### src/verilog/binning_pkg.sv
package binning_pkg;

  // data and bus widths
  localparam int WEIGHT_W   = 32;
  localparam int BUS_ADDR_W = 32;
  localparam int BUS_DATA_W = 32;
  localparam int COUNT_W    = 9;    // per-bin counter, 9 bits like the bram counter arrays

  // default sizes handed to the top level
  localparam int DEF_NUM_BINS    = 16;
  localparam int DEF_BIN_CAP     = 8;
  localparam int DEF_MAX_WEIGHTS = 256;

  typedef logic [WEIGHT_W-1:0] weight_t;
  typedef logic [COUNT_W-1:0]  bin_count_t;

  typedef enum logic {
    REC_FULL  = 1'b0,   // bin hit the cap mid-run
    REC_FINAL = 1'b1    // leftover count after the last weight
  } rec_kind_e;

  //////////////////////////////
  // record word layout
  //////////////////////////////
  localparam int REC_KIND_BIT = 31;  // 1 = final
  localparam int REC_BIN_LSB  = 16;  // bin index in 23:16
  localparam int REC_CNT_LSB  = 0;   // count in 8:0

  // main sequencer
  typedef enum logic [1:0] {
    CTRL_IDLE, CTRL_RECEIVE, CTRL_COMPUTE, CTRL_FINISH
  } ctrl_state_e;

  // bin counter
  typedef enum logic [2:0] {
    CNT_IDLE, CNT_CLEAR, CNT_COUNT, CNT_FLUSH, CNT_SWEEP
  } cnt_state_e;

endpackage

### src/verilog/bin_record_if.sv
`timescale 1ns/1ps

// bin records from the counter to the bus write master
interface bin_record_if #(
  parameter int  NUM_BINS = binning_pkg::DEF_NUM_BINS,
  localparam int BIN_W    = $clog2((NUM_BINS > 1) ? NUM_BINS : 2)
);

  logic                    valid;  // record on offer, held until taken
  logic                    ready;  // write master is idle
  binning_pkg::rec_kind_e  kind;
  logic [BIN_W-1:0]        bin;
  binning_pkg::bin_count_t count;
  logic                    last;   // last record of the final sweep

  modport src (output valid, kind, bin, count, last, input ready);
  modport dst (input valid, kind, bin, count, last, output ready);

endinterface

### src/verilog/bin_write_master.sv
`timescale 1ns/1ps

module bin_write_master #(
  parameter int  NUM_BINS = binning_pkg::DEF_NUM_BINS,
  localparam int BIN_W    = $clog2((NUM_BINS > 1) ? NUM_BINS : 2)
) (
  input  logic                               Clk,
  input  logic                               rst_n,
  input  logic [binning_pkg::BUS_ADDR_W-1:0] base_addr,
  bin_record_if.dst                          rec,
  input  logic                               cmdack,
  input  logic                               cmplt,
  output logic                               wr_req,
  output logic [binning_pkg::BUS_ADDR_W-1:0] wr_addr,
  output logic [binning_pkg::BUS_DATA_W-1:0] wr_data,
  output logic                               op_done
);

  logic                               active;    // a command is outstanding
  logic                               last_q;    // outstanding record closes the sweep
  logic                               take;
  logic                               cmd_end;
  logic [binning_pkg::BUS_ADDR_W-3:0] rec_idx;   // word offset from base
  logic [binning_pkg::BUS_DATA_W-1:0] rec_word;

  assign rec.ready = !active;
  assign take      = rec.valid && rec.ready;
  assign cmd_end   = active && !wr_req && cmplt;
  assign op_done   = cmd_end && last_q;

  // pack a record into one bus word
  always_comb begin
    rec_word = '0;
    rec_word[binning_pkg::REC_KIND_BIT] = (rec.kind == binning_pkg::REC_FINAL);
    rec_word[binning_pkg::REC_BIN_LSB +: BIN_W] = rec.bin;
    rec_word[binning_pkg::REC_CNT_LSB +: binning_pkg::COUNT_W] = rec.count;
  end

  //////////////////////////////
  // req / cmdack / cmplt
  //////////////////////////////
  always_ff @(posedge Clk or negedge rst_n) begin
    if (!rst_n) begin
      active  <= 1'b0;
      wr_req  <= 1'b0;
      rec_idx <= '0;
    end else begin
      if (take) begin
        active  <= 1'b1;
        wr_req  <= 1'b1;
        rec_idx <= rec.last ? '0 : rec_idx + 1'b1;   // next op starts at base again
      end else begin
        if (wr_req && cmdack)
          wr_req <= 1'b0;        // drop the cycle after ack
        if (cmd_end)
          active <= 1'b0;        // free for the next record
      end
    end
  end

  // address and data stay put until cmdack
  always_ff @(posedge Clk) begin
    if (take) begin
      wr_addr <= base_addr + {rec_idx, 2'b00};
      wr_data <= rec_word;
      last_q  <= rec.last;
    end
  end

endmodule

### src/flat_wrapper.sv
// flat-port wrapper written by rule: the top's interface ports become plain ports
module bin_write_master_flat 
#(
  parameter int  NUM_BINS = binning_pkg::DEF_NUM_BINS,
  localparam int BIN_W    = $clog2((NUM_BINS > 1) ? NUM_BINS : 2)
)
  (Clk, rst_n, base_addr, cmdack, cmplt, wr_req, wr_addr, wr_data, op_done, rec_valid, rec_kind, rec_bin, rec_count, rec_last, rec_ready);
  bin_record_if #(.NUM_BINS(NUM_BINS)) rec_i ();
  input  logic Clk;
  input  logic rst_n;
  input  logic [binning_pkg::BUS_ADDR_W-1:0] base_addr;
  input  logic cmdack;
  input  logic cmplt;
  output logic wr_req;
  output logic [binning_pkg::BUS_ADDR_W-1:0] wr_addr;
  output logic [binning_pkg::BUS_DATA_W-1:0] wr_data;
  output logic op_done;
  input wire logic [$bits(rec_i.valid)-1:0] rec_valid;
  input wire logic [$bits(rec_i.kind)-1:0] rec_kind;
  input wire logic [$bits(rec_i.bin)-1:0] rec_bin;
  input wire logic [$bits(rec_i.count)-1:0] rec_count;
  input wire logic [$bits(rec_i.last)-1:0] rec_last;
  output wire logic [$bits(rec_i.ready)-1:0] rec_ready;
  assign rec_i.valid = rec_valid;
  assign rec_i.kind = rec_kind;
  assign rec_i.bin = rec_bin;
  assign rec_i.count = rec_count;
  assign rec_i.last = rec_last;
  assign rec_ready = rec_i.ready;
  bin_write_master #(.NUM_BINS(NUM_BINS)) u_core (.Clk(Clk), .rst_n(rst_n), .base_addr(base_addr), .rec(rec_i), .cmdack(cmdack), .cmplt(cmplt), .wr_req(wr_req), .wr_addr(wr_addr), .wr_data(wr_data), .op_done(op_done));
endmodule
### config.mk
export PLATFORM = sky130hd
export DESIGN_NAME = bin_write_master_flat
export DESIGN_NICKNAME = d
export VERILOG_FILES = /design/src/verilog/binning_pkg.sv /design/src/verilog/bin_record_if.sv /design/src/verilog/bin_write_master.sv /design/src/flat_wrapper.sv
export SDC_FILE = /design/constraint.sdc
export NUM_CORES = 1
export LEC_CHECK = 0
export BUFFER_PORTS_ARGS = -buffer_cell sky130_fd_sc_hd__buf_4
export CORE_ASPECT_RATIO = 1.2
export CORE_MARGIN = 2
export CORE_UTILIZATION = 50
export DETAILED_ROUTE_END_ITERATION = 6
export PLACE_DENSITY = 0.8
export SLEW_MARGIN = 10
export SYNTH_ARGS = -nofsm -noshare
export SYNTH_HDL_FRONTEND = slang
export SYNTH_SLANG_ARGS = --single-unit
### constraint.sdc
create_clock -name Clk -period 3.8 [get_ports Clk]
set_input_delay 0.38 -clock Clk [delete_from_list [all_inputs] [get_ports Clk]]
set_output_delay 0.38 -clock Clk [all_outputs]
set_load 0.02 [all_outputs]
# == Word-level counts from Yosys, hierarchy flattened ==
# Cells that the tools add are included.
# classes
addsub,2
n_mux,5
reduce_logical,9
# op_table
op,n
$add 32x32->32,1
$add 30x1->30 const B,1
$mux 30,1
$logic_and 1x1->1,5
$mux 1,4
$reduce_bool 2->1,2
$logic_not 1->1,2
# totals
regBits,79

# == Depth between registers and ports, before layout ==
# depth
ltp_word,5
mapped_depth,10
mapped_depth_nobuf,10

# == Least setup slack after synthesis ==
# OpenSTA, ideal clock, no wires.
# synth_path
kind,reg-to-reg
from,register u_core.rec_idx[4] (netlist bit)
to,register u_core.wr_addr[29] (netlist bit) (data pin)
setup_ns,0.265
t_arrival_ns,2.363
path_slack_ns,1.172
path_stages_with_launch,9
required_ns,3.535
n_path_buf,0
cell_sequence,dfrtp_1 ha_1 a21o_1 a31o_1 a31oi_1 o31a_1 o41a_1 and4b_1 or3_1
# synth_via
elab_chain_cells,1
# synth_lines
item,line,rtl
start: declaration,bin_write_master.sv:23,logic [binning_pkg::BUS_ADDR_W-3:0] rec_idx;
start signal: assignment,bin_write_master.sv:51,rec_idx <= rec.last ? '0 : rec_idx + 1'b1;
$add 32x32->32,bin_write_master.sv:64,"wr_addr <= base_addr + {rec_idx, 2'b00};"
end signal: assignment,bin_write_master.sv:64,
end: declaration,bin_write_master.sv:14,"output logic [binning_pkg::BUS_ADDR_W-1:0] wr_addr,"
# No other way between the ends.
# A chain may end at the register's enable or synchronous reset.

# == Final worst setup path ==
# layout_path
from,register u_core.rec_idx[2] (netlist bit)
to,register u_core.wr_addr[29] (netlist bit) (data pin)
# Same word-level chain as after synthesis.

==> impl_metrics.toml <==
[sta]
finalHoldViolations = 0
rsz0062_at_grt = "no"
setup-violations-final = 0
fin_ws_ns = 0.882
max_clock_freq_mhz = 343
timing.final.max_slew_violations = 0
fin_crit_sh_pct = 76.8
slew_headroom_pct = 45.2
tns_ns = 0
fin_skew_ns = 0.0153
period_minus_slack_ns = 2.92
worstMarginPinSlew_ns = 0.821

[route]
detailroute.via_count = 3733
viasPerCell = 5.48
drc = 0
first_pass_iters = 4
wl_um = 10200
drt_iter0_markers = 171
antenna_left = 0
wire_per_inst_um = 15.0

[clock_tree]
path_clk_slew_ns = 0.09
cts_tree = "built"
cts_root_buffer = "clkbuf_8"
cts.sinks = 79
clk_latency_ns = 0.36
cts_resized = 0
cts_buffers = 9
htreeDepth = 3
max-clock-path-buffers = 2

[pwr]
p_leak_uw = 0.00252
power_density_nw_per_um2 = 400
power_uw = 2260
ir_drop_mv = 0.327

[layout]
antenna_cells = 0
drive_gt1_share_pct = 21.7
n_fill_cell = 734
layoutNonFillerInstCount = 681
syn2layout_area_growth_pct = 21.2
nets = 639

[worst_hold_path]
hold_start = "cmdack"
min_path_type = "input pin to register"
holdPathStages = 2

[synthesis]
yosysWarningCount = 0
synth-xor-area-share_pct = 9.19
syn_inst = 456
yosys.cell_types.count = 52
synthSimpleGateAreaFrac_pct = 15.8
async_flop_share_pct = 40.5
ys_ff_latch = 79
synthMuxAreaShare_pct = 0.670
synth_compound_area_share_pct = 13.2
synth_top_family_by_area = "simple AND/OR/NAND/NOR gates"
avgSynthCellArea_sq_um = 10.2
synth-edff-count = 47
synthAdderAreaFrac_pct = 8.47
synth-main-ff-cell = "edfxtp_1"
syn_area_sq_um = 4670
ys_seq_area_share_pct = 47.4

[setup_path]
cp.arrival_ns = 3.02
slowest_stage = "o41a_1"
cp_slowest_stage_delay_ns = 0.49
path_class = "register to register"
cp_cell_sequence = "ha_1 > nor2b_1 > a31oi_1 > o31a_1 > o41a_1 > and4b_1 > or3_1"
r2r_cells = 7
cp-start-kind = "register"
cp_max_fo = 5
timing.rr.start = "u_core.rec_idx[2]$_DFFE_PN0P_"
crit_family = "compound AO/OA/AOI/OAI gates"
cp_data_required_time_ns = 3.91
critPathCaptureType = "register"
path_buf_inv = 0
path_depth = 7
startpoint = "u_core.rec_idx[2]$_DFFE_PN0P_"

[outcome]
status = "complete, no violations"

[global_routing]
track_usage_pct = 21.1
grt-ovfl-total = 0
grt_max_degree = 33
grt_pass1_vias = 3556
grt_pass1_wl_um = 16700
antenna_found_initial = 0

[place]
place_inst = 664
dp_hpwl_um = 7930
io_buffers = 100
pre_cts_slack_ns = 0.864
gp_congestion = 0.876

[floorplanning]
start_util_pct = 51.4
die_area_sq_um = 10100
fp.dieH_um = 110
ioPinCount = 119
die_w_um = 92.2
placementRows = 38
core_sq_um = 9080

[flow_run]
maxCapViolCount = 0
==> cell families (layout without fill, tap and decap cells) <==
logic type,count (synthesis),in the layout
mux,3,3
buf+inv,47,135
simple gates,150,150
flops,79,79
other cells,1,18
compound gates,96,96
xor+xnor,49,49
fa+ha+maj,31,31
==> flip-flops by register name, summed over array words and instances, names as in the netlist <==
signal / cells
u_core.active: 1
u_core.wr_addr: 32
u_core.wr_req: 1
u_core.wr_data: 14
u_core.last_q: 1
u_core.rec_idx: 30
==> repair_timing <==
| item | in CTS | in global routing |
|---|---|---|
| hold buffers | 1 | 0 |
| buffers inserted | 0 | 0 |
| hold endpoints to repair | 32 | 0 |
==> per-stage QoR <==
stage                     hold WS, ns  area (sq um)  util, %
final                           0.190          5660     62.3
after global routing            0.168          5660     62.3
after CTS                       0.176          5660     62.3
after detailed placement        0.336          5460     60.2
after global placement          0.337          5460     60.2
after floorplan                0.0844          4730        -
==> path summary, 6_finish.rpt <==
check / endpoint / slack [ns]
setup / recovery: u_core.wr_addr[29]$_DFFE_PP_ / 0.88
hold / removal: u_core.wr_req$_DFFE_PN0P_ / 0.19
setup reg to reg: u_core.wr_addr[29]$_DFFE_PP_ / 0.88
hold reg to reg: u_core.active$_DFFE_PN0P_ / 0.55
max in group asynchronous: u_core.rec_idx[14]$_DFFE_PN0P_ / 3.01
min in group asynchronous: u_core.rec_idx[9]$_DFFE_PN0P_ / 0.49
==> layout by cell type, fill, tap and decap left out, drive strengths merged, types with 7 or more instances in the layout <==
| cell | n |
|---|---|
| a21oi | 26 |
| a21o | 7 |
| nor3 | 9 |
| nand4 | 8 |
| clkbuf | 10 |
| edfxtp | 47 |
| inv | 17 |
| buf | 102 |
| nor2 | 38 |
| and3 | 7 |
| conb | 18 |
| o21ai | 23 |
| xor2 | 25 |
| ha | 30 |
| xnor2 | 24 |
| nand3 | 19 |
| dfrtp | 32 |
| nand2 | 38 |
==> synthesized netlist by cell type, types with 5 or more instances <==
library cell	n	share of area, %
nand4_1	8	1.1
nor3_1	9	0.96
and2_1	5	0.67
nor2b_1	6	0.80
xor2_1	25	4.7
o21ai_0	22	2.4
inv_1	16	1.3
edfxtp_1	47	30
and3_1	7	0.94
a21o_1	7	1.1
a31oi_1	6	0.80
xnor2_1	24	4.5
clkbuf_1	13	1.0
nand2_1	38	3.1
dfrtp_1	32	17
a21oi_1	26	2.8
nand3_1	19	2.0
o21a_1	5	0.80
ha_1	30	8.0
nor2_1	38	3.1
buf_4	18	2.9
==> layer usage <==
layer  part of all wire [%]  GRT usage (%)  vias up
li1                       -              -     1823
met1                     41           25.8     1737
met2                     50           35.6      142
met3                    5.0           3.02       31
met4                    3.9           13.1        0
met5                      0              0        -
==> report_power, final <==
part	switching (uW)	leakage (uW)	total (uW)	internal (uW)
clock network	311	0.0000966	569	258
logic	347	0.00155	595	249
registers	56.1	0.000864	1100	1040
total	714	0.00252	2260	1550
==> area by class of cell <==
cell class | instances | area [sq um] | share of cell area [%]
multi-input combinational | 347 | 2280 | 40.2
sequential | 79 | 2210 | 39.1
timing repair buffer | 103 | 776 | 13.7
tap | 120 | 150 | 2.65
clock buffer | 10 | 138 | 2.43
inverter | 16 | 60.1 | 1.06
clock inverter | 6 | 45.0 | 0.796
No activity file was read; power rests on OpenSTA's default activity.
