`config.mk`:
```
export PLATFORM = sky130hd
export DESIGN_NAME = binning_ctrl
export DESIGN_NICKNAME = d
export VERILOG_FILES = /design/src/verilog/binning_pkg.sv /design/src/verilog/binning_ctrl.sv
export SDC_FILE = /design/constraint.sdc
export NUM_CORES = 1
export LEC_CHECK = 0
export BUFFER_PORTS_ARGS = -buffer_cell sky130_fd_sc_hd__clkbuf_2
export CAP_MARGIN = 15
export CORE_MARGIN = 2
export CORE_UTILIZATION = 42
export CTS_CLUSTER_DIAMETER = 40
export DETAILED_ROUTE_END_ITERATION = 10
export PLACE_DENSITY = 0.79
export SYNTH_ARGS = -nofsm -noshare
export SYNTH_HDL_FRONTEND = slang
export SYNTH_SLANG_ARGS = --single-unit
```
`constraint.sdc`:
```
create_clock -name Clk -period 2.79 [get_ports Clk]
set_clock_uncertainty 0.15 [all_clocks]
set_input_delay 0.279 -clock Clk [delete_from_list [all_inputs] [get_ports Clk]]
set_output_delay 0.279 -clock Clk [all_outputs]
set_load 0.1 [all_outputs]
```
`src/verilog/binning_pkg.sv`:
```
package binning_pkg;

  // data and bus widths
  localparam int WEIGHT_W   = 32;
  localparam int BUS_ADDR_W = 32;
  localparam int BUS_DATA_W = 32;
  localparam int COUNT_W    = 9;    // per-bin counter, 9 bits like the bram counter arrays

  // default sizes handed to the top level
  localparam int DEF_NUM_BINS    = 16;
  localparam int DEF_BIN_CAP     = 8;
  localparam int DEF_MAX_WEIGHTS = 256;

  typedef logic [WEIGHT_W-1:0] weight_t;
  typedef logic [COUNT_W-1:0]  bin_count_t;

  typedef enum logic {
    REC_FULL  = 1'b0,   // bin hit the cap mid-run
    REC_FINAL = 1'b1    // leftover count after the last weight
  } rec_kind_e;

  //////////////////////////////
  // record word layout
  //////////////////////////////
  localparam int REC_KIND_BIT = 31;  // 1 = final
  localparam int REC_BIN_LSB  = 16;  // bin index in 23:16
  localparam int REC_CNT_LSB  = 0;   // count in 8:0

  // main sequencer
  typedef enum logic [1:0] {
    CTRL_IDLE, CTRL_RECEIVE, CTRL_COMPUTE, CTRL_FINISH
  } ctrl_state_e;

  // bin counter
  typedef enum logic [2:0] {
    CNT_IDLE, CNT_CLEAR, CNT_COUNT, CNT_FLUSH, CNT_SWEEP
  } cnt_state_e;

endpackage

```
`src/verilog/binning_ctrl.sv`:
```
`timescale 1ns/1ps

module binning_ctrl #(
  parameter int  MAX_WEIGHTS = binning_pkg::DEF_MAX_WEIGHTS,
  localparam int CNT_W       = $clog2(MAX_WEIGHTS + 1),
  localparam int AW          = $clog2((MAX_WEIGHTS > 1) ? MAX_WEIGHTS : 2)
) (
  input  logic                              Clk,
  input  logic                              rst_n,
  input  logic                              start,
  input  logic [CNT_W-1:0]                  weight_count,
  input  logic [binning_pkg::BUS_ADDR_W-1:0] out_base,
  input  logic                              s_valid,
  input  binning_pkg::weight_t              s_data,
  input  logic                              op_done,
  output logic                              busy,
  output logic                              done,
  output logic                              s_ready,
  output logic                              buf_we,
  output logic [AW-1:0]                     buf_waddr,
  output binning_pkg::weight_t              buf_wdata,
  output logic                              count_start,
  output logic [CNT_W-1:0]                  count_total,
  output logic [binning_pkg::BUS_ADDR_W-1:0] base_addr
);

  binning_pkg::ctrl_state_e state;

  logic [CNT_W-1:0] rx_cnt;      // words stored so far
  logic             take_start;
  logic             empty_op;    // start with zero weights, skip receive
  logic             accept;
  logic             rx_last;

  assign take_start = start && !busy;
  assign empty_op   = (weight_count == '0);
  assign accept     = s_valid && s_ready;
  assign rx_last    = accept && (rx_cnt == count_total - 1'b1);

  assign s_ready = (state == binning_pkg::CTRL_RECEIVE);
  assign busy    = (state == binning_pkg::CTRL_RECEIVE) || (state == binning_pkg::CTRL_COMPUTE);
  assign done    = (state == binning_pkg::CTRL_FINISH);   // one cycle, busy already low

  // stream words go straight into the weight buffer
  assign buf_we    = accept;
  assign buf_waddr = rx_cnt[AW-1:0];
  assign buf_wdata = s_data;

  //////////////////////////////
  // main sequencer
  //////////////////////////////
  always_ff @(posedge Clk or negedge rst_n) begin
    if (!rst_n) begin
      state       <= binning_pkg::CTRL_IDLE;
      rx_cnt      <= '0;
      count_start <= 1'b0;
    end else begin
      count_start <= rx_last || (take_start && empty_op);   // counter kicks off after receive
      case (state)
        binning_pkg::CTRL_IDLE, binning_pkg::CTRL_FINISH: begin
          if (take_start) begin
            state  <= empty_op ? binning_pkg::CTRL_COMPUTE : binning_pkg::CTRL_RECEIVE;
            rx_cnt <= '0;
          end else begin
            state <= binning_pkg::CTRL_IDLE;
          end
        end
        binning_pkg::CTRL_RECEIVE: begin
          if (accept) begin
            rx_cnt <= rx_cnt + 1'b1;
            if (rx_last)
              state <= binning_pkg::CTRL_COMPUTE;
          end
        end
        binning_pkg::CTRL_COMPUTE: begin
          if (op_done)                    // cmplt of the last final record
            state <= binning_pkg::CTRL_FINISH;
        end
        default: state <= binning_pkg::CTRL_IDLE;
      endcase
    end
  end

  // operation config, held for the whole run
  always_ff @(posedge Clk) begin
    if (take_start) begin
      count_total <= weight_count;
      base_addr   <= out_base;
    end
  end

endmodule

```
=== Word-level counts from Yosys, hierarchy flattened ===
Index checks and enable logic that the tools add are counted.

* Register bits after elaboration: 53
* Input port bits: 78
* Logic and storage cells: 37

* Add/subtract/negate cells: 2
* Equal/unequal tests: 8
* Mux-type cells: 9
* Reduce and logical (&&, ||, !) cells: 13

{| class="wikitable"
|+ Operators by type and width
! operator !! number
|-
| 2-to-1 mux 9 bit || 2
|-
| case mux 9 bit (2 select lines) || 1
|-
| 2-to-1 mux 2 bit || 5
|-
| adder 9 x 1 -> 9 bit (second input constant) || 1
|-
| == test 9 bit || 1
|-
| logical NOT 9 bit || 1
|-
| subtractor 9 x 1 -> 9 bit (second input constant) || 1
|-
| case mux 2 bit (3 select lines) || 1
|-
| AND reduction 3 bit || 2
|-
| == test 2 bit (second input constant) || 2
|-
| logical AND 1 bit || 4
|-
| != test 2 x 1 -> 1 bit (second input constant) || 2
|-
| != test 2 bit (second input constant) || 2
|-
| == test 2 x 1 -> 1 bit (second input constant) || 1
|-
| logical NOT 2 bit || 1
|-
| logical OR 1 bit || 2
|-
| nonzero test 2 bit || 1
|-
| OR reduction 2 bit || 1
|-
| logical NOT 1 bit || 1
|}

=== Depth between registers and ports, before layout ===
Gate-level depths: netlist of the first run.

* Depth in word-level cells: 6
* Mapped depth: 8

=== Least setup slack after synthesis of the first run ===
Ideal clock, no wire load.

* Kind: reg-to-reg
* Start point: reg state[1]
* End point: reg state[1]
* Setup time: 126 ps
* Arrival: 2547 ps
* Data required time: 2514 ps
* Path slack: -33 ps
* Stages on the path, launching flop included: 8
* Path buffers: 0
* Period minus slack after synthesis: 2823 ps
* Path through: dfrtp_1 inv_1 ha_1 nand2_1 nor4_2 nand4_1 or2_1 a311o_1

* Longest elaborated chain between the ends: 6
* Elaborated cells between the ends (all ways): 16

{| class="wikitable"
|+ RTL lines
! element !! RTL line !! RTL
|-
| from (decl) || binning_ctrl.sv:27 || <nowiki>binning_pkg::ctrl_state_e state;</nowiki>
|-
| from (signal assigned) || binning_ctrl.sv:54 || <nowiki>state <= binning_pkg::CTRL_IDLE;</nowiki>
|-
| from (signal assigned) || binning_ctrl.sv:62 || <nowiki>state <= empty_op ? binning_pkg::CTRL_COMPUTE : binning_pkg::CTRL_RECEIVE;</nowiki>
|-
| from (signal assigned) || binning_ctrl.sv:65 || <nowiki>state <= binning_pkg::CTRL_IDLE;</nowiki>
|-
| == test 2 x 1 -> 1 bit * || binning_ctrl.sv:40 || <nowiki>assign s_ready = (state == binning_pkg::CTRL_RECEIVE);</nowiki>
|-
| via s_ready || binning_ctrl.sv:18 || <nowiki>output logic s_ready,</nowiki>
|-
| logical OR 1 bit || binning_ctrl.sv:41 || <nowiki>assign busy = (state == binning_pkg::CTRL_RECEIVE) || (state == binning_pkg::CTRL_COMPUTE);</nowiki>
|-
| logical NOT 1 bit || binning_ctrl.sv:35 || <nowiki>assign take_start = start && !busy;</nowiki>
|-
| logical AND 1 bit || binning_ctrl.sv:35 ||
|-
| 2-to-1 mux 2 bit || binning_ctrl.sv:61 || <nowiki>if (take_start) begin</nowiki>
|-
| case mux 2 bit (3 select lines) || binning_ctrl.sv:59 || <nowiki>case (state)</nowiki>
|}

The timed path passes the listed nets; every way through them passes the cells marked *.
A chain may end at the register's enable or synchronous reset.

=== Worst setup path after layout of the first run ===
* Start point: reg count_total[0]
* End point: reg state[1]

* Longest elaborated chain between the ends: 5

{| class="wikitable"
|+ RTL lines
! element !! RTL line !! RTL
|-
| from (decl) || binning_ctrl.sv:23 || <nowiki>output logic [CNT_W-1:0] count_total,</nowiki>
|-
| from (signal assigned) || binning_ctrl.sv:87 || <nowiki>count_total <= weight_count;</nowiki>
|-
| subtractor 9 x 1 -> 9 bit || binning_ctrl.sv:38 || <nowiki>assign rx_last = accept && (rx_cnt == count_total - 1'b1);</nowiki>
|-
| == test 9 bit || binning_ctrl.sv:38 ||
|-
| logical AND 1 bit || binning_ctrl.sv:38 ||
|-
| != test 2 x 1 -> 1 bit (no line) || n/a ||
|-
| AND reduction 3 bit (no line) || n/a ||
|}

No other way between the ends.

==> flow_summary.ini, run 1 <==
[run_status]
outcome = finished, final reports clean

[sta]
hold_viol = 0
relSlewSlack_pct = 62.1
fmax_mhz = 428
tns_ns = 0
rsz0062_at_grt = no
tightestPinTransition_ns = 0.571
period_needed_ns = 2.34
whs_ns = 0.0114
min_period_over_period_pct = 83.7
setup_viol = 0
drv_slew = 0

[worst_setup_path]
worstSetupStartpointType = flop
crit_type = reg -> reg
reg2reg_depth = 8
r2r-start = count_total[0]
endpoint_kind = flop
required_ns = 2.84
cp.arrival_ns = 2.39
crit_path_max_fanout = 5
crit_start = count_total[0]

[placed_design]
port-buffer-count = 99
routabilityCongestion = 0.836

[drt]
drc = 0
finalWirelength_um = 5590
vias = 1906
drtPass1Iterations = 4
drt_iter0_markers = 83
routedWlPerCell_um = 14.6
ant_nets = 0
viasPerCell = 4.98

[logic_synthesis]
yosys.area_share.simple_pct = 11.8
synth_mux_area_share_pct = 0.391
yosys_warnings = 0
synth_top_family_by_area = buffers and inverters
synth_area_sq_um = 2560
synth_cells = 209
synth_fp_nets = 292
synthAdderAreaFrac_pct = 2.44
yosysTopAreaCell = edfxtp_1
yosysSeqAreaShare_pct = 59.8
syn_avg_cell_area_sq_um = 12.3
synthXorXnorAreaFrac_pct = 6.84
synth_top_area_share_pct = 48.1
ys_ff_latch = 53
synth_compound_area_share_pct = 5.57
ys_types = 34
synthTopCellsByArea = edfxtp_1 (48%), buf_4 (12%), dfrtp_1 (12%)

[power_and_ir_drop]
p_leak_uw = 0.00142
peakVddDrop_v = 0.000856
power.density_nw_per_um2 = 1240

[min_path]
hp-class = in -> reg
whs_path_depth = 1
hp-start = weight_count[1]

[cells_and_area]
fin_nets = 390
final_common_cell = clkbuf_2
fillers = 523
syn2layout_area_growth_pct = 27.3
antenna_cells = 0
fin_util_pct = 55.1
drive_gt1_share_pct = 36.7
final_cell_mix = clkbuf_2 (99), edfxtp_1 (41), dlygate4sd3_1 (31)

[floorplan]
boundaryPins = 164
core-area_sq_um = 5920
rows = 28
die_w_um = 82.1
die-height_um = 82.1
initial_utilization_pct = 43.3
dieArea_sq_um = 6740

[grt]
grt_pass1_wl_um = 8340
grt_overflow_total = 0
track_usage_pct = 16.5
grt_max_degree = 42
grt_pass1_vias = 1781
antenna_found_initial = 0

[clock_tree]
clkSinkCount = 53
clkLatencyLatePin_ns = 0.31
clockRootBuffer = clkbuf_8
clk_pin_slew_worst_paths_ns = 0.10
cts.path.max_buffers = 2
post-cts-setup-buffers = 0
cts_inserted_buffers = 5
cts_tree = done
htreeDepth = 2
cts_resized = 0

[run]
cap_viol_max_count = 0
layer usage:
layer	vias to the layer above	global-route usage [%]	routed length, um
li1	892	-	-
met1	903	19.2	2230
met2	93	28.4	2740
met3	18	5.00	465
met4	0	6.83	159
met5	-	0	0
layout make-up:
cell class	instances	area (sq um)	area share (%)
sequential	53	1530	47.0
timing repair buffer	131	813	24.9
multi-input combinational	106	694	21.3
tap	75	93.8	2.88
clock buffer	5	68.8	2.11
inverter	10	37.5	1.15
clock inverter	3	21.3	0.652
registers in the layout (all words and copies together) (netlist names):
name         flops
rx_cnt           9
count_total      9
state            2
base_addr       32
count_start      1
worst paths after layout:
check	slack, ns	end
max reg2reg	0.45	state[1]
max in group asynchronous	2.00	rx_cnt[3]
max	0.45	state[1]
min reg2reg	0.44	rx_cnt[8]
min	0.01	count_total[1]
min in group asynchronous	0.25	rx_cnt[0]
metrics by stage:
stage / instance area [sq um] / total power (uW) / std cells / worst slack (ns)
global route: 3260 / 4230 / 383 / 0.169
finish: 3260 / 4060 / 383 / 0.454
detailed placement: 2860 / 3600 / 344 / 0.495
CTS: 3250 / 4070 / 382 / 0.468
global placement: 2860 / 3570 / 344 / 0.566
floorplan: 2560 / 3460 / 209 / 0.00932
critical path, cell delays in order, from the launching register on:
cell and delay, ns:
edfxtp_1 0.48, inv_1 0.09, ha_1 0.19, nor3b_2 0.27
nand3_1 0.13, xnor2_1 0.16, nand4_1 0.17, or2_1 0.28
a311o_1 0.32
synthesized netlist by cell type:
cell	count
xor2_1	5
nand3_1	5
or2b_2	1
and3_1	1
nand2_1	11
and2_1	1
a222oi_1	1
nor3b_2	1
edfxtp_1	41
o211ai_1	2
nor2_1	18
a21oi_1	3
o21ai_0	9
nor3_1	2
and2_2	1
or3_1	1
a311o_1	1
buf_4	40
nor2b_1	4
xnor2_1	15
o21ai_1	1
a31oi_1	4
nor4_2	2
ha_1	5
mux2i_1	1
nor4_1	2
nor4b_1	1
nand4_1	4
dfrtp_1	12
o311ai_1	1
a41oi_1	1
nor3b_1	1
or2_1	1
inv_1	10
power by group:
part / internal, uW / switching (uW)
combinational: 376 / 1990
sequential: 1130 / 128
clock: 179 / 258
repair_timing:
item,4_1_cts,5_1_grt
endpoints found under the hold margin,41,1
hold buffers,30,1
setup endpoints to repair,0,0
kinds of logic after synthesis:
group / Yosys count
AO/OA/AOI/OAI: 23
XOR/XNOR: 20
adder cells (fa/ha/maj): 5
buffers and inverters: 50
flip-flops: 53
multiplexers: 1
AND/OR/NAND/NOR: 57
(Power assumes the default switching activity.)
==> inputs of run 2 (changes only) <==
==> constraint.sdc (replaced) <==
create_clock -name Clk -period 2.3 [get_ports Clk]
set_clock_uncertainty 0.15 [all_clocks]
set_input_delay 0.23 -clock Clk [delete_from_list [all_inputs] [get_ports Clk]]
set_output_delay 0.23 -clock Clk [all_outputs]
set_load 0.1 [all_outputs]
==> flow_summary.ini, run 2 (synthesis gave the netlist of run 1 again) <==
[sta]
fin_ws_ns = 0.0192
relSlewSlack_pct = 62.9
period_needed_ns = 2.28
setup_viol = 0
drv_slew = 0
fmax_mhz = 438
rsz0062_at_grt = yes
hold_viol = 0
tightestPinTransition_ns = 0.559
min_period_over_period_pct = 99.2

[cells_and_area]
reg.largest.list = base_addr: 32 flops, count_total: 9 flops, rx_cnt: 9 flops
antenna_cells = 0
drive_gt1_share_pct = 39.0
final_common_cell = clkbuf_2
final_cell_mix = clkbuf_2 (99), dlygate4sd3_1 (42), edfxtp_1 (41)
fin_cells = 401
top_register = base_addr
fin_nets = 408
largest_reg_flops = 32
syn2layout_area_growth_pct = 35.8

[floorplan]
die_w_um = 82.1
boundaryPins = 164
die-height_um = 82.1
initial_utilization_pct = 43.3
dieArea_sq_um = 6740
rows = 28
core-area_sq_um = 5920

[worst_setup_path]
endpoint_kind = flop
crit_path_max_fanout = 3
crit_type = reg -> reg
max_stage_delay_ns = 0.43
cp.arrival_ns = 2.32
crit_family = simple AND/OR/NAND/NOR gates
worstSetupStartpointType = flop
critPathSlowestCell = edfxtp_1
path_cells = inv_1 -> ha_2 -> nor3b_4 -> nand3_1 -> xnor2_1 -> nand4_1 -> or2_4 -> a311o_1
required_ns = 2.34
critPathBufInv = 1

[drt]
viasPerCell = 4.89
finalWirelength_um = 5840
drc = 0
routedWlPerCell_um = 14.6
ant_nets = 0
drtPass1Iterations = 4
vias = 1962
drt_iter0_markers = 111

[clock_tree]
htreeDepth = 2
cts_tree = done
cts.path.max_buffers = 2
cts_inserted_buffers = 5
clk_pin_slew_worst_paths_ns = 0.09
clkSinkCount = 53
clkLatencyLatePin_ns = 0.31
clockRootBuffer = clkbuf_8

[run_status]
outcome = finished, final reports clean

[run]
cap_viol_max_count = 0

[power_and_ir_drop]
power.density_nw_per_um2 = 1450
peakVddDrop_v = 0.000831
p_leak_uw = 0.00152

[grt]
grt_pass1_wl_um = 8770
grt_overflow_total = 0
antenna_found_initial = 0
track_usage_pct = 17.6
grt_max_degree = 42
grt_pass1_vias = 1912

[placed_design]
dp.cells = 349
place_worst_setup_slack_ns = 0.0338
port-buffer-count = 99
hpwl_um = 4150
routabilityCongestion = 0.821

[min_path]
hp-class = in -> reg
[run 2: changes by cell type in the layout (fill, tap and decap cells not counted), sizes merged]
cell / previous run / this run
buf: 1 / 8
dlygate4sd3: 31 / 42
[run 2: layout make-up]
type,count,area (sq um)
multi-input combinational,106,736
fill,520,2440
clock buffer,5,68.8
clock inverter,3,21.3
inverter,10,37.5
sequential,53,1530
timing repair buffer,149,988
tap,75,93.8
[run 2: worst paths after layout]
kind	slack [ns]	start	cells past startpoint	endpoint
worst min-delay path	0.18	start	3	count_start
worst min register to register	0.44	rx_cnt[8]	2	rx_cnt[8]
max in group asynchronous	1.57	rst_n	2	rx_cnt[5]
min in group asynchronous	0.19	rst_n	2	rx_cnt[0]
worst max register to register	0.02	count_total[1]	8	state[1]
worst max-delay path	0.02	count_total[1]	8	state[1]
[run 2: layer usage]
| layer | global-route usage, % | routed length (um) | vias to the layer above | share of wire (%) |
|---|---|---|---|---|
| met5 | 0 | 0 | - | 0 |
| met4 | 7.83 | 142 | 0 | 2.4 |
| met3 | 4.46 | 428 | 16 | 7.3 |
| met2 | 32.1 | 3070 | 98 | 52 |
| met1 | 19.3 | 2210 | 919 | 38 |
| li1 | - | - | 929 | - |
[run 2: worst reg2reg max path, delay by kind of cell (launching register included)]
kind	cells	cell delay [ns]
and+or+nand+nor	4	0.81
AOI/OAI and AO/OA	1	0.34
DFF	1	0.43
adders and majority gates	1	0.18
xor gates and xnor gates	1	0.17
buffers and inverters	1	0.08
[run 2: metrics by stage]
stage          util (%)  hold slack [ns]  area, sq um  power [uW]  setup TNS, ns
3_5_place_dp       49.3         -0.00369         2920        4430              0
3_3_place_gp       49.3          -0.0172         2920        4390              0
2_1_floorplan         -           -0.216         2570        4210         -0.855
5_1_grt            58.7            0.169         3480        5260         -0.187
4_1_cts            58.2            0.151         3450        5040              0
6_report           58.7            0.179         3480        5040              0
[run 2: timing repair]
item                       CTS  global route
setup endpoints to repair    1             8
hold endpoints to repair    53             0
hold buffers                42             0
pin swaps                    0             1
resized for setup            1             6
buffers inserted             1             1
[run 2: where the power goes]
group | switching, uW | internal [uW]
clock network | 314 | 217
logic | 2450 | 538
registers | 155 | 1360
total | 2920 | 2120
==> inputs of run 3 (changes only) <==
==> constraint.sdc (replaced) <==
create_clock -name Clk -period 2.3 [get_ports Clk]
set_clock_uncertainty 0.15 [all_clocks]
set_input_delay 0 -clock Clk [delete_from_list [all_inputs] [get_ports Clk]]
set_output_delay 0 -clock Clk [all_outputs]
set_load 0.1 [all_outputs]
==> flow_summary.ini, run 3 (synthesis gave the netlist of run 1 again) <==
[run_status]
outcome = finished, final reports clean

[floorplan]
boundaryPins = 164
core-area_sq_um = 5920
rows = 28
die-height_um = 82.1
die_w_um = 82.1
initial_utilization_pct = 43.3
dieArea_sq_um = 6740

[run]
cap_viol_max_count = 0

[power_and_ir_drop]
finalPower_uw = 5320
power.density_nw_per_um2 = 1390
peakVddDrop_v = 0.00102
p_leak_uw = 0.00167

[worst_setup_path]
crit_type = reg -> reg
crit_path_max_fanout = 3
cp.arrival_ns = 2.32
crit_family = simple AND/OR/NAND/NOR gates
required_ns = 2.34
endpoint_kind = flop
max_stage_delay_ns = 0.42
path_cells = inv_1 -> ha_2 -> nor3b_4 -> nand3_1 -> xnor2_1 -> nand4_1 -> or2_4 -> a311o_1
critPathBufInv = 1
critPathSlowestCell = edfxtp_1
worstSetupStartpointType = flop

[placed_design]
dp.cells = 349
routabilityCongestion = 0.821
hpwl_um = 4150
place_worst_setup_slack_ns = 0.0338
placed_area_sq_um = 2920
port-buffer-count = 99

[cells_and_area]
largest_reg_flops = 32
top_register = base_addr
syn2layout_area_growth_pct = 49.8
antenna_cells = 0
final_common_cell = clkbuf_2
final_cell_mix = clkbuf_2 (99), dlygate4sd3_1 (78), edfxtp_1 (41)
fin_area_sq_um = 3840
fin_nets = 444
reg.largest.list = base_addr: 32 flops, count_total: 9 flops, rx_cnt: 9 flops
drive_gt1_share_pct = 35.1
fin_cells = 437

[sta]
drv_slew = 0
setup_viol = 0
fmax_mhz = 439
whs_ns = 0.244
period_needed_ns = 2.28
relSlewSlack_pct = 33.9
fin_ws_ns = 0.0208
min_period_over_period_pct = 99.1
tightestPinTransition_ns = 0.989
hold_viol = 0
rsz0062_at_grt = yes

[grt]
track_usage_pct = 18.6
antenna_found_initial = 0
grt_max_degree = 42
grt_pass1_wl_um = 9260
grt_overflow_total = 0
grt_pass1_vias = 2053

[clock_tree]
clkSinkCount = 53
clkLatencyLatePin_ns = 0.31
clockRootBuffer = clkbuf_8
cts_tree = done
cts.path.max_buffers = 2
clk_pin_slew_worst_paths_ns = 0.10
htreeDepth = 2
cts_inserted_buffers = 5

[drt]
drtPass1Iterations = 6
finalWirelength_um = 6380
drt_iter0_markers = 121
vias = 2146
routedWlPerCell_um = 14.6
viasPerCell = 4.91
ant_nets = 0
drc = 0

[min_path]
hp-class = in -> reg
[run 3: layer usage]
layer  GRT usage (%)  routed length [um]
met1            19.9                2370
met2            36.0                3500
met3            3.80                 390
met4            6.33                 114
met5               0                   0
[run 3: where the power goes]
part | internal [uW] | switching (uW) | leakage, uW | total, uW
Clock | 217 | 316 | 0.0000462 | 533
Combinational | 579 | 2690 | 0.00107 | 3270
Sequential | 1360 | 159 | 0.000548 | 1520
[run 3: final cells by class]
type                       count  area [sq um]
clock inverter                 3          21.3
inverter                      10          37.5
fill                         488          2080
clock buffer                   5          68.8
sequential                    53          1530
multi-input combinational    106           736
timing repair buffer         185          1350
tap                           75          93.8
[run 3: timing repair]
action	CTS	global route
setup endpoints to repair	1	8
setup buffers	1	1
endpoints found under the hold margin	90	0
pin swaps	0	1
hold buffers	78	0
gates resized for setup	1	6
[run 3: final timing paths]
path | start | to | slack [ns] | depth (start not counted)
min reg2reg | rx_cnt[8] | rx_cnt[8] | 0.44 | 2
max reg2reg | count_total[1] | state[1] | 0.02 | 8
max in group asynchronous | rst_n | rx_cnt[4] | 1.01 | 3
min | out_base[8] | base_addr[8] | 0.24 | 2
min in group asynchronous | rst_n | rx_cnt[5] | 0.60 | 3
max | count_total[1] | state[1] | 0.02 | 8
[run 3: stage by stage]
step,TNS (ns),utilization [%]
CTS,0,64.3
floorplan,-0.855,-
global route,-0.188,64.8
finish,0,64.8
global placement,0,49.3
detailed placement,0,49.3
