### src/verilog/binning_pkg.sv
package binning_pkg;

  // data and bus widths
  localparam int WEIGHT_W   = 32;
  localparam int BUS_ADDR_W = 32;
  localparam int BUS_DATA_W = 32;
  localparam int COUNT_W    = 9;    // per-bin counter, 9 bits like the bram counter arrays

  // default sizes handed to the top level
  localparam int DEF_NUM_BINS    = 16;
  localparam int DEF_BIN_CAP     = 8;
  localparam int DEF_MAX_WEIGHTS = 256;

  typedef logic [WEIGHT_W-1:0] weight_t;
  typedef logic [COUNT_W-1:0]  bin_count_t;

  typedef enum logic {
    REC_FULL  = 1'b0,   // bin hit the cap mid-run
    REC_FINAL = 1'b1    // leftover count after the last weight
  } rec_kind_e;

  //////////////////////////////
  // record word layout
  //////////////////////////////
  localparam int REC_KIND_BIT = 31;  // 1 = final
  localparam int REC_BIN_LSB  = 16;  // bin index in 23:16
  localparam int REC_CNT_LSB  = 0;   // count in 8:0

  // main sequencer
  typedef enum logic [1:0] {
    CTRL_IDLE, CTRL_RECEIVE, CTRL_COMPUTE, CTRL_FINISH
  } ctrl_state_e;

  // bin counter
  typedef enum logic [2:0] {
    CNT_IDLE, CNT_CLEAR, CNT_COUNT, CNT_FLUSH, CNT_SWEEP
  } cnt_state_e;

endpackage

### src/verilog/bin_record_if.sv
`timescale 1ns/1ps

// bin records from the counter to the bus write master
interface bin_record_if #(
  parameter int  NUM_BINS = binning_pkg::DEF_NUM_BINS,
  localparam int BIN_W    = $clog2((NUM_BINS > 1) ? NUM_BINS : 2)
);

  logic                    valid;  // record on offer, held until taken
  logic                    ready;  // write master is idle
  binning_pkg::rec_kind_e  kind;
  logic [BIN_W-1:0]        bin;
  binning_pkg::bin_count_t count;
  logic                    last;   // last record of the final sweep

  modport src (output valid, kind, bin, count, last, input ready);
  modport dst (input valid, kind, bin, count, last, output ready);

endinterface

### src/verilog/sdp_ram.sv
`timescale 1ns/1ps

// simple dual-port ram, one write port and one registered read port
module sdp_ram #(
  parameter type data_t = logic [31:0],
  parameter int  DEPTH  = 256,
  localparam int AW     = $clog2((DEPTH > 1) ? DEPTH : 2)
) (
  input  logic          Clk,
  input  logic          we,
  input  logic [AW-1:0] waddr,
  input  data_t         wdata,
  input  logic          re,
  input  logic [AW-1:0] raddr,
  output data_t         rdata
);

  data_t mem [DEPTH];

  always_ff @(posedge Clk) begin
    if (we)
      mem[waddr] <= wdata;
  end

  // read-first: same-cycle write to raddr is not seen, rdata holds while re low
  always_ff @(posedge Clk) begin
    if (re)
      rdata <= mem[raddr];
  end

endmodule

### src/verilog/bin_counter.sv
`timescale 1ns/1ps

module bin_counter #(
  parameter int  NUM_BINS    = binning_pkg::DEF_NUM_BINS,
  parameter int  BIN_CAP     = binning_pkg::DEF_BIN_CAP,
  parameter int  MAX_WEIGHTS = binning_pkg::DEF_MAX_WEIGHTS,
  localparam int BIN_W       = $clog2((NUM_BINS > 1) ? NUM_BINS : 2),
  localparam int CNT_W       = $clog2(MAX_WEIGHTS + 1),
  localparam int AW          = $clog2((MAX_WEIGHTS > 1) ? MAX_WEIGHTS : 2)
) (
  input  logic                 Clk,
  input  logic                 rst_n,
  input  logic                 count_start,
  input  logic [CNT_W-1:0]     count_total,
  output logic                 buf_re,
  output logic [AW-1:0]        buf_raddr,
  input  binning_pkg::weight_t buf_rdata,
  bin_record_if.src            rec
);

  localparam logic [BIN_W-1:0]        LAST_BIN = BIN_W'(NUM_BINS - 1);
  localparam binning_pkg::bin_count_t CAP      = binning_pkg::bin_count_t'(BIN_CAP);

  binning_pkg::cnt_state_e state;

  logic [BIN_W-1:0]        bin_idx;    // clear and sweep pointer
  logic [CNT_W-1:0]        rd_idx;     // next weight to fetch
  logic                    s1_v;       // weight sits on buf_rdata
  logic                    s2_v;       // its count sits on cnt_rdata
  logic [BIN_W-1:0]        s1_bin;
  logic [BIN_W-1:0]        s2_bin;
  logic                    fwd;        // cnt_rdata is stale, use fwd_val
  binning_pkg::bin_count_t fwd_val;
  logic                    sw_rd;      // sweep read in flight
  binning_pkg::bin_count_t cur;
  binning_pkg::bin_count_t inc;
  logic                    s2_full;
  logic                    drained;

  logic                    cnt_we;
  logic                    cnt_re;
  logic [BIN_W-1:0]        cnt_waddr;
  logic [BIN_W-1:0]        cnt_raddr;
  binning_pkg::bin_count_t cnt_wdata;
  binning_pkg::bin_count_t cnt_rdata;

  sdp_ram #(
    .data_t (binning_pkg::bin_count_t),
    .DEPTH  (NUM_BINS)
  ) u_cnt_ram (
    .Clk   (Clk),
    .we    (cnt_we),
    .waddr (cnt_waddr),
    .wdata (cnt_wdata),
    .re    (cnt_re),
    .raddr (cnt_raddr),
    .rdata (cnt_rdata)
  );

  //////////////////////////////
  // count pipeline
  //////////////////////////////
  assign s1_bin  = buf_rdata[binning_pkg::WEIGHT_W-1 -: BIN_W];   // top bits pick the bin
  assign cur     = fwd ? fwd_val : cnt_rdata;
  assign inc     = cur + 1'b1;
  assign s2_full = (state == binning_pkg::CNT_COUNT) && s2_v && (inc == CAP);
  assign drained = !s1_v && !s2_v && (rd_idx == count_total);

  assign buf_re    = (state == binning_pkg::CNT_COUNT) && (rd_idx < count_total);
  assign buf_raddr = rd_idx[AW-1:0];

  always_comb begin
    cnt_we    = 1'b0;
    cnt_waddr = s2_bin;
    cnt_wdata = s2_full ? '0 : inc;     // a full bin restarts from zero
    cnt_re    = 1'b0;
    cnt_raddr = s1_bin;
    case (state)
      binning_pkg::CNT_CLEAR: begin
        cnt_we    = 1'b1;
        cnt_waddr = bin_idx;
        cnt_wdata = '0;
      end
      binning_pkg::CNT_COUNT: begin
        cnt_we = s2_v;                  // write-back of the older weight
        cnt_re = s1_v;                  // read for the newer one
      end
      binning_pkg::CNT_SWEEP: begin
        cnt_re    = !rec.valid && !sw_rd;
        cnt_raddr = bin_idx;
      end
      default: ;
    endcase
  end

  always_ff @(posedge Clk or negedge rst_n) begin
    if (!rst_n) begin
      state     <= binning_pkg::CNT_IDLE;
      bin_idx   <= '0;
      rd_idx    <= '0;
      s1_v      <= 1'b0;
      s2_v      <= 1'b0;
      fwd       <= 1'b0;
      sw_rd     <= 1'b0;
      rec.valid <= 1'b0;
    end else begin
      case (state)
        binning_pkg::CNT_IDLE: begin
          if (count_start) begin
            state   <= binning_pkg::CNT_CLEAR;
            bin_idx <= '0;
            rd_idx  <= '0;
            s1_v    <= 1'b0;
            s2_v    <= 1'b0;
            fwd     <= 1'b0;
          end
        end
        binning_pkg::CNT_CLEAR: begin
          bin_idx <= bin_idx + 1'b1;   // wraps to 0 on the last bin
          if (bin_idx == LAST_BIN)
            state <= binning_pkg::CNT_COUNT;
        end
        binning_pkg::CNT_COUNT: begin
          if (buf_re)
            rd_idx <= rd_idx + 1'b1;
          s1_v <= buf_re;
          s2_v <= s1_v;
          fwd  <= s1_v && s2_v && (s2_bin == s1_bin);   // same bin back to back
          if (s2_full) begin
            rec.valid <= 1'b1;
            state     <= binning_pkg::CNT_FLUSH;
          end else if (drained) begin
            state   <= binning_pkg::CNT_SWEEP;
            bin_idx <= '0;
            sw_rd   <= 1'b0;
          end
        end
        binning_pkg::CNT_FLUSH: begin
          if (rec.ready) begin          // pipeline frozen until the full record goes
            rec.valid <= 1'b0;
            state     <= binning_pkg::CNT_COUNT;
          end
        end
        binning_pkg::CNT_SWEEP: begin
          sw_rd <= cnt_re;
          if (sw_rd) begin
            rec.valid <= 1'b1;
          end else if (rec.valid && rec.ready) begin
            rec.valid <= 1'b0;
            bin_idx   <= bin_idx + 1'b1;
            if (rec.last)
              state <= binning_pkg::CNT_IDLE;
          end
        end
        default: state <= binning_pkg::CNT_IDLE;
      endcase
    end
  end

  // pipeline payload and record fields
  always_ff @(posedge Clk) begin
    if (state == binning_pkg::CNT_COUNT) begin
      s2_bin  <= s1_bin;
      fwd_val <= cnt_wdata;
    end
    if (s2_full) begin
      rec.kind  <= binning_pkg::REC_FULL;
      rec.bin   <= s2_bin;
      rec.count <= CAP;
      rec.last  <= 1'b0;
    end else if ((state == binning_pkg::CNT_SWEEP) && sw_rd) begin
      rec.kind  <= binning_pkg::REC_FINAL;
      rec.bin   <= bin_idx;
      rec.count <= cnt_rdata;
      rec.last  <= (bin_idx == LAST_BIN);
    end
  end

endmodule

### src/flat_wrapper.sv
// flat-port wrapper written by rule: the top's interface ports become plain ports
module bin_counter_flat 
#(
  parameter int  NUM_BINS    = binning_pkg::DEF_NUM_BINS,
  parameter int  BIN_CAP     = binning_pkg::DEF_BIN_CAP,
  parameter int  MAX_WEIGHTS = binning_pkg::DEF_MAX_WEIGHTS,
  localparam int BIN_W       = $clog2((NUM_BINS > 1) ? NUM_BINS : 2),
  localparam int CNT_W       = $clog2(MAX_WEIGHTS + 1),
  localparam int AW          = $clog2((MAX_WEIGHTS > 1) ? MAX_WEIGHTS : 2)
)
  (Clk, rst_n, count_start, count_total, buf_re, buf_raddr, buf_rdata, rec_valid, rec_kind, rec_bin, rec_count, rec_last, rec_ready);
  bin_record_if #(.NUM_BINS(NUM_BINS)) rec_i ();
  input  logic Clk;
  input  logic rst_n;
  input  logic count_start;
  input  logic [CNT_W-1:0] count_total;
  output logic buf_re;
  output logic [AW-1:0] buf_raddr;
  input  binning_pkg::weight_t buf_rdata;
  output wire logic [$bits(rec_i.valid)-1:0] rec_valid;
  output wire logic [$bits(rec_i.kind)-1:0] rec_kind;
  output wire logic [$bits(rec_i.bin)-1:0] rec_bin;
  output wire logic [$bits(rec_i.count)-1:0] rec_count;
  output wire logic [$bits(rec_i.last)-1:0] rec_last;
  input wire logic [$bits(rec_i.ready)-1:0] rec_ready;
  assign rec_valid = rec_i.valid;
  assign rec_kind = rec_i.kind;
  assign rec_bin = rec_i.bin;
  assign rec_count = rec_i.count;
  assign rec_last = rec_i.last;
  assign rec_i.ready = rec_ready;
  bin_counter #(.NUM_BINS(NUM_BINS), .BIN_CAP(BIN_CAP), .MAX_WEIGHTS(MAX_WEIGHTS)) u_core (.Clk(Clk), .rst_n(rst_n), .count_start(count_start), .count_total(count_total), .buf_re(buf_re), .buf_raddr(buf_raddr), .buf_rdata(buf_rdata), .rec(rec_i));
endmodule
### config.mk
export PLATFORM = sky130hd
export DESIGN_NAME = bin_counter_flat
export DESIGN_NICKNAME = d
export VERILOG_FILES = /design/src/verilog/binning_pkg.sv /design/src/verilog/bin_record_if.sv /design/src/verilog/sdp_ram.sv /design/src/verilog/bin_counter.sv /design/src/flat_wrapper.sv
export SDC_FILE = /design/constraint.sdc
export NUM_CORES = 1
export LEC_CHECK = 0
export BUFFER_PORTS_ARGS = -buffer_cell sky130_fd_sc_hd__buf_2
export CAP_MARGIN = 20
export CORE_MARGIN = 2
export CORE_UTILIZATION = 60
export CTS_CLUSTER_DIAMETER = 80
export DETAILED_ROUTE_END_ITERATION = 16
export GPL_ROUTABILITY_DRIVEN = 0
export PLACE_DENSITY = 0.8
export SETUP_SLACK_MARGIN = 0.2
export SYNTH_ARGS = -nofsm -noshare
export SYNTH_HDL_FRONTEND = slang
export SYNTH_HIERARCHICAL = 1
export SYNTH_SLANG_ARGS = --single-unit
### constraint.sdc
create_clock -name Clk -period 4 [get_ports Clk]
set_input_delay 0.8 -clock Clk [delete_from_list [all_inputs] [get_ports Clk]]
set_output_delay 0.8 -clock Clk [all_outputs]
set_load 0.02 [all_outputs]
== Word-level counts from Yosys, hierarchy flattened ==
Memory sizes are Yosys's and may differ from the RTL's. A register that Yosys moved wholly into a read port is not among the register bits.
Index checks and enable logic that the tools add are counted.
W data, S select, Z words.
Operators by class
  magnitude comparators: 1
  reductions and logical operators: 26
  bitwise gates (word level): 0
  muxes and demuxes: 41
  multipliers: 0
  div/mod/pow operators: 0
  equal/unequal tests: 20
  shift-type cells: 0
  add/subtract/negate cells: 3
Operators with widths (count)
  $mux W9: 5
  $mux W4: 9
  $mux W3: 8
  $add A9 B1 Y9 const B: 2
  $pmux W9 S2: 1
  $pmux W4 S4: 1
  $pmux W3 S5: 1
  $pmux W1 S2: 6
  $logic_and A1 B1 Y1: 10
  $ne A2 B1 Y1 const B: 5
  $ne A2 B2 Y1 const B: 5
  $eq A9 B4 Y1 const B: 1
  $eq A9 B9 Y1: 1
  $lt A9 B9 Y1: 1
  $mux W1: 9
  $reduce_and A7 Y1: 1
  $eq A3 B2 Y1 const B: 2
  $ne A3 B1 Y1 const B: 2
  $reduce_and A3 Y1: 2
  $reduce_and A6 Y1: 1
  $reduce_bool A2 Y1: 3
  $add A4 B1 Y4 const B: 1
  $eq A4 B4 Y1: 1
  $eq A4 B4 Y1 const B: 1
  9 further kinds: 12
Storage, ports and cells
  memories kept: 1
  bits in registers: 49
  RAM bits: 144
  bits in latches: 0
  output and inout port bits: 25
  ROM bits: 0
Memory list
  u_core.u_cnt_ram.mem: words 16, width 9, rd ports 1, clocked after memory_dff 1, wr ports 1, RTL line sdp_ram.sv:18  | data_t mem [DEPTH];

== Depth between registers and ports, before layout ==
  depth in word-level cells: 6
  gate-level depth with buffers: 11
  gate-level depth less buffers: 8

== Cells and area by module ==
Netlist, hierarchy kept.
Modules (own cells, without submodules)
  sdp_ram: area an instance 5870.6 µm², cells an instance 254, instances 1
  bin_counter: area an instance 2999.1 µm², cells an instance 314, instances 1

== Worst setup path after synthesis ==
Ideal clock, no wire load.
  kind: input to output
  start: input count_total[1]
  end: output buf_re
  slack: 1.036 ns
  arrival time: 2.164 ns
  stages on the path: 8
  cells stage by stage: inv_1 -> ha_1 -> nor2b_1 -> o21ai_0 -> a21oi_1 -> o21ai_1 -> nand2_1 -> inv_1
On the way
  cells in the longest elaborated chain, start to end: 2
Ends and longest elaborated chain
  start: declaration: RTL line flat_wrapper.sv:16  | input logic [CNT_W-1:0] count_total;
  $lt A9 B9 Y1: RTL line bin_counter.sv:69  | assign buf_re = (state == binning_pkg::CNT_COUNT) && (rd_idx < count_total);
  $logic_and A1 B1 Y1: RTL line bin_counter.sv:69
  end: declaration: RTL line flat_wrapper.sv:17  | output logic buf_re;
Every way passes these cells.

== Final worst setup path ==
  start: register u_core.state[0]
  end: register u_core/u_cnt_ram/rdata[3] (netlist name) (read register of u_core.u_cnt_ram.mem), data pin
On the way
  cells in the longest elaborated chain, start to end: 2
  elaborated cells on any way between the ends: 4
Ends and longest elaborated chain
  start: declaration: RTL line bin_counter.sv:24  | binning_pkg::cnt_state_e state;
  start signal: assignment: RTL line bin_counter.sv:98  | state <= binning_pkg::CNT_IDLE;
  start signal: assignment: RTL line bin_counter.sv:110  | state <= binning_pkg::CNT_CLEAR;
  start signal: assignment: RTL line bin_counter.sv:121  | state <= binning_pkg::CNT_COUNT;
  $eq A3 B3 Y1: RTL line bin_counter.sv:78  | case (state)
  $mux W4: RTL line bin_counter.sv:78
  named net u_core.cnt_raddr[0]: RTL line bin_counter.sv:43  | logic [BIN_W-1:0] cnt_raddr;
  end: declaration: RTL line sdp_ram.sv:15  | output data_t rdata
The timed path passes the listed nets, and every way through them passes these cells.
A chain may end at the register's enable or synchronous reset.

==> impl_results.rst <==
.. list-table::
   :header-rows: 1

   * - Metric
     - Value
   * - Outcome
     - complete, no violations
   * - TritonCTS buffer count
     - 21
   * - Crit path kind
     - flip-flop to flip-flop
   * - Share of total power in sequential cells
     - between 40% and 50%
   * - Most frequent standard cell in the layout excluding fill and tap cells
     - edfxtp_1
   * - DR iter-0 viols
     - ~680
   * - Dpl cells
     - between 700 and 800
   * - Class of the tightest hold or removal check
     - input pin to asynchronous set/reset pin
   * - I/O pins
     - 70
   * - Die width
     - roughly 130 um
   * - Commonest non-fill, non-tap cells in the layout
     - edfxtp_1 (170), nand2_1 (56), buf_2 (41)
   * - Worst hold margin
     - 0.2710 ns
   * - Number of rows in the core area
     - 44
   * - Count of endpoints failing setup in the final report
     - 0
   * - Max_cap viols
     - 0
   * - Maximum clock rate
     - 0.2931 GHz
   * - Startpoint type of the worst setup path
     - flip-flop
   * - Post-route antenna net violation count
     - 0
   * - CTS resizes
     - 0
   * - Sum of negative setup slack
     - 0 ns
   * - Dpl cell area
     - a little over 9000 sq um
   * - Via count
     - between 5k and 6k
   * - Port buffer count
     - 41
   * - Final Max Tran Viols
     - 0
   * - Clock tree from TritonCTS
     - built
   * - Routing layer with the top usage in global route
     - met2
   * - Die Y
     - about 130 um
   * - Switching Fraction
     - 32.51%
   * - Mean routed wirelength per cell
     - about 22 um
   * - Cell internal power dissipation
     - about 4.9 mW
   * - Synth Warn #
     - 6
   * - Number of nets at the end of the flow
     - 678
   * - Number of synthesized flops with an enable pin
     - between 150 and 200
   * - DRC
     - 0
   * - Instance count of the mapped netlist
     - between 500 and 600
   * - Total net switching power
     - about 2.4 mW
   * - Final Instance Count excl. Fillers
     - a little over 800
   * - Total number of clock tree sinks
     - about 200
   * - Sequential cell area fraction in the yosys report
     - about two thirds
   * - Clock transition at the registers of the reported paths
     - roughly 0.060 ns
   * - Largest net degree at the start of global routing
     - 37
   * - Number of antenna diodes
     - 0
   * - P&R area growth vs syn
     - 11.62%
   * - Final period util
     - a little under nine tenths
   * - Overflow left after global routing
     - 0
   * - Flip-flop and latch count after synthesis
     - around 200
   * - Clock insertion delay at the later pin of the skew report
     - ~0.49 ns
   * - Met2 routing resource usage after global routing
     - between 30% and 40%
   * - Actual transition at the worst max-transition pin
     - a little over 0.9 ns
   * - Tightest slew margin relative to the limit
     - between 30% and 40%
   * - Clock root buffer
     - clkbuf_16
   * - Worst setup EP type
     - flip-flop
   * - Antenna violations before repair
     - 0
   * - Wire length after detailed routing
     - between 15 and 20 mm
   * - Global-route usage over all layers
     - between 20% and 30%
   * - Effective utilization at floorplan
     - 61.26%
   * - Most frequently used flop master after synthesis
     - edfxtp_1
   * - Post-cts hold buffer count
     - 0
   * - Core outline area
     - 14480 sq um
   * - Number of buffers inserted by post-CTS setup repair
     - 0
   * - Full die area
     - 15770 sq um
   * - Detailed-route vias per instance
     - 6.232
   * - Power share of the combinational group
     - 26.6%
   * - Static leakage
     - approximately 3.8 nW
   * - Largest vdd supply drop
     - ~0.36 mV
   * - Clock tree skew after final layout
     - 0.01404 ns
   * - Maximum fanout along the worst path
     - 20
   * - Buffer depth of the longest clock path
     - 3
   * - Global-route met1 utilization
     - around a third
   * - Required time of the critical path
     - between 4 and 5 ns
   * - Number of optimization iterations in the first detailed-route pass
     - 12
   * - Share of synthesized registers carrying an async set or reset
     - around 10%
   * - Final std cell area, no fill
     - around 9900 sq um
   * - Mean post-synth cell area
     - 15.62 sq um
   * - Global routing usage on met3
     - roughly 3.6%
   * - Synthesized cell area
     - 8870 sq um
   * - Clock period minus final worst setup slack
     - between 3 and 4 ns
   * - Post-detail-place hpwl
     - 11.32 mm
   * - Setup repair after global routing missed its margin
     - no
   * - Fin. Hold Viols
     - 0
   * - Part of the power in the clock network
     - about a quarter
   * - Max H-tree Level
     - 1
   * - Number of global-route vias before repair
     - roughly 4.9k
   * - Global-route wire length before repair
     - 27.82 mm
   * - Distinct cells, synth
     - 59
   * - Arr. time, crit path
     - between 3 and 4 ns
   * - Synthesized Nets
     - between 600 and 700
   * - Share of post-route cells with drive strength above 1
     - around a fifth
   * - Power density over the cells
     - 731.5 nW/um^2
[worst paths after layout]
check / end / from / slack [ns] / cells after the start
worst max-delay path: u_core/u_cnt_ram/rdata[3]$_DFFE_PP_ / u_core/state[0]$_DFFE_PN0P_ / 0.59 / 7
max in group asynchronous: u_core/state[1]$_DFFE_PN0P_ / rst_n / 3.40 / 1
worst min register to register: u_core/rec.kind$_SDFFE_PP0P_ / u_core/rec.kind$_SDFFE_PP0P_ / 0.45 / 2
worst min-delay path: u_core/rd_idx[2]$_DFFE_PN0P_ / rst_n / 0.27 / 1
min in group Clk: u_core/rec.kind$_SDFFE_PP0P_ / u_core/rec.kind$_SDFFE_PP0P_ / 0.45 / 2
worst max register to register: u_core/u_cnt_ram/rdata[3]$_DFFE_PP_ / u_core/state[0]$_DFFE_PN0P_ / 0.59 / 7
[power groups by stage]
stage	Sequential (mW)	Combinational (mW)	Clock [mW]
final	3.46	1.93	1.86
after global routing	3.50	2.11	1.96
after CTS	3.46	1.90	1.88
after detailed placement	3.49	1.87	0
after global placement	3.45	1.76	0
after floorplan	3.39	1.28	0
[Yosys cell counts, types with 2 or more instances]
| cell | count | share of area [%] |
|---|---|---|
| dfxtp_1 | 11 | 2.5 |
| nand2_1 | 56 | 2.4 |
| o221ai_1 | 2 | 0.20 |
| dfrtp_1 | 21 | 5.9 |
| xnor2_1 | 2 | 0.20 |
| nor2_1 | 36 | 1.5 |
| nand4b_4 | 2 | 0.54 |
| nor2b_1 | 4 | 0.28 |
| nand4_1 | 7 | 0.49 |
| or3_1 | 2 | 0.14 |
| o21ai_0 | 14 | 0.79 |
| a21oi_1 | 7 | 0.39 |
| ha_1 | 13 | 1.8 |
| nand3_1 | 17 | 0.96 |
| buf_2 | 5 | 0.28 |
| o31ai_1 | 2 | 0.17 |
| edfxtp_1 | 170 | 58 |
| o211ai_1 | 6 | 0.51 |
| a22oi_1 | 19 | 1.6 |
| clkbuf_1 | 7 | 0.30 |
| and3_1 | 2 | 0.14 |
| buf_4 | 10 | 0.85 |
| buf_6 | 5 | 0.63 |
| nand3b_1 | 6 | 0.51 |
| xor2_1 | 9 | 0.89 |
| mux2_4 | 3 | 0.51 |
| nor3_1 | 9 | 0.51 |
| inv_1 | 20 | 0.85 |
| and2_1 | 3 | 0.21 |
| nand2b_1 | 5 | 0.35 |
| a31oi_1 | 3 | 0.21 |
| mux4_2 | 21 | 5.3 |
| mux2i_1 | 22 | 2.5 |
| o21a_1 | 2 | 0.17 |
| mux2_2 | 3 | 0.38 |
| mux4_1 | 15 | 4.4 |
| nor4_1 | 2 | 0.14 |
| nand4b_1 | 4 | 0.39 |
[flip-flops by register name (all words and copies together) (netlist names)]
register                cells
u_core/s2_bin               4
u_core/rec.bin              4
u_core/s2_v                 1
u_core/sw_rd                1
u_core/rec.last             1
u_core/u_cnt_ram/mem      144
u_core/rec.count            9
u_core/rd_idx               9
u_core/rec.kind             1
u_core/fwd                  1
u_core/bin_idx              4
u_core/rec.valid            1
u_core/state                3
u_core/u_cnt_ram/rdata      9
u_core/s1_v                 1
u_core/fwd_val              9
[per-stage QoR]
step	utilization [%]	total power, mW	setup WS [ns]
2_1_floorplan	-	4.669	1.036
3_3_place_gp	63.73	5.218	0.7989
3_5_place_dp	63.73	5.366	0.6869
4_1_cts	68.29	7.231	0.6076
5_1_grt	68.38	7.573	0.4220
6_report	68.38	7.243	0.5880
[logic make-up after synthesis]
logic type | count (synthesis) | synth area share (%)
compound gates | 62 | 4.796
xor+xnor | 11 | 1.086
fa+ha+maj | 13 | 1.834
buf+inv | 51 | 3.484
flops | 202 | 65.96
mux | 65 | 13.27
simple gates | 164 | 9.564
[layer usage]
layer,up-vias,wire (um)
li1,2302,-
met3,36,1561
met2,288,8907
met4,0,407
met1,2478,7039
met5,-,0
[cell type report]
type / instances / area (sq um)
Clock buffer: 25 / 540.5
Clock inverter: 13 / 118.9
Fill cell: 897 / 4578
Inverter: 20 / 75.07
Multi-Input combinational cell: 315 / 2719
Sequential cell: 202 / 5851
Tap cell: 184 / 230.2
Timing Repair Buffer: 60 / 366.6
[critical path, stage by stage (launching register included)]
cell	delay (ns)
dfrtp_1	0.48
nor2_1	0.32
nand2_1	0.32
mux2_2	0.74
buf_12	0.29
mux4_1	0.64
a22oi_1	0.24
nand2_1	0.09
Power figures use the tool's default switching activity.
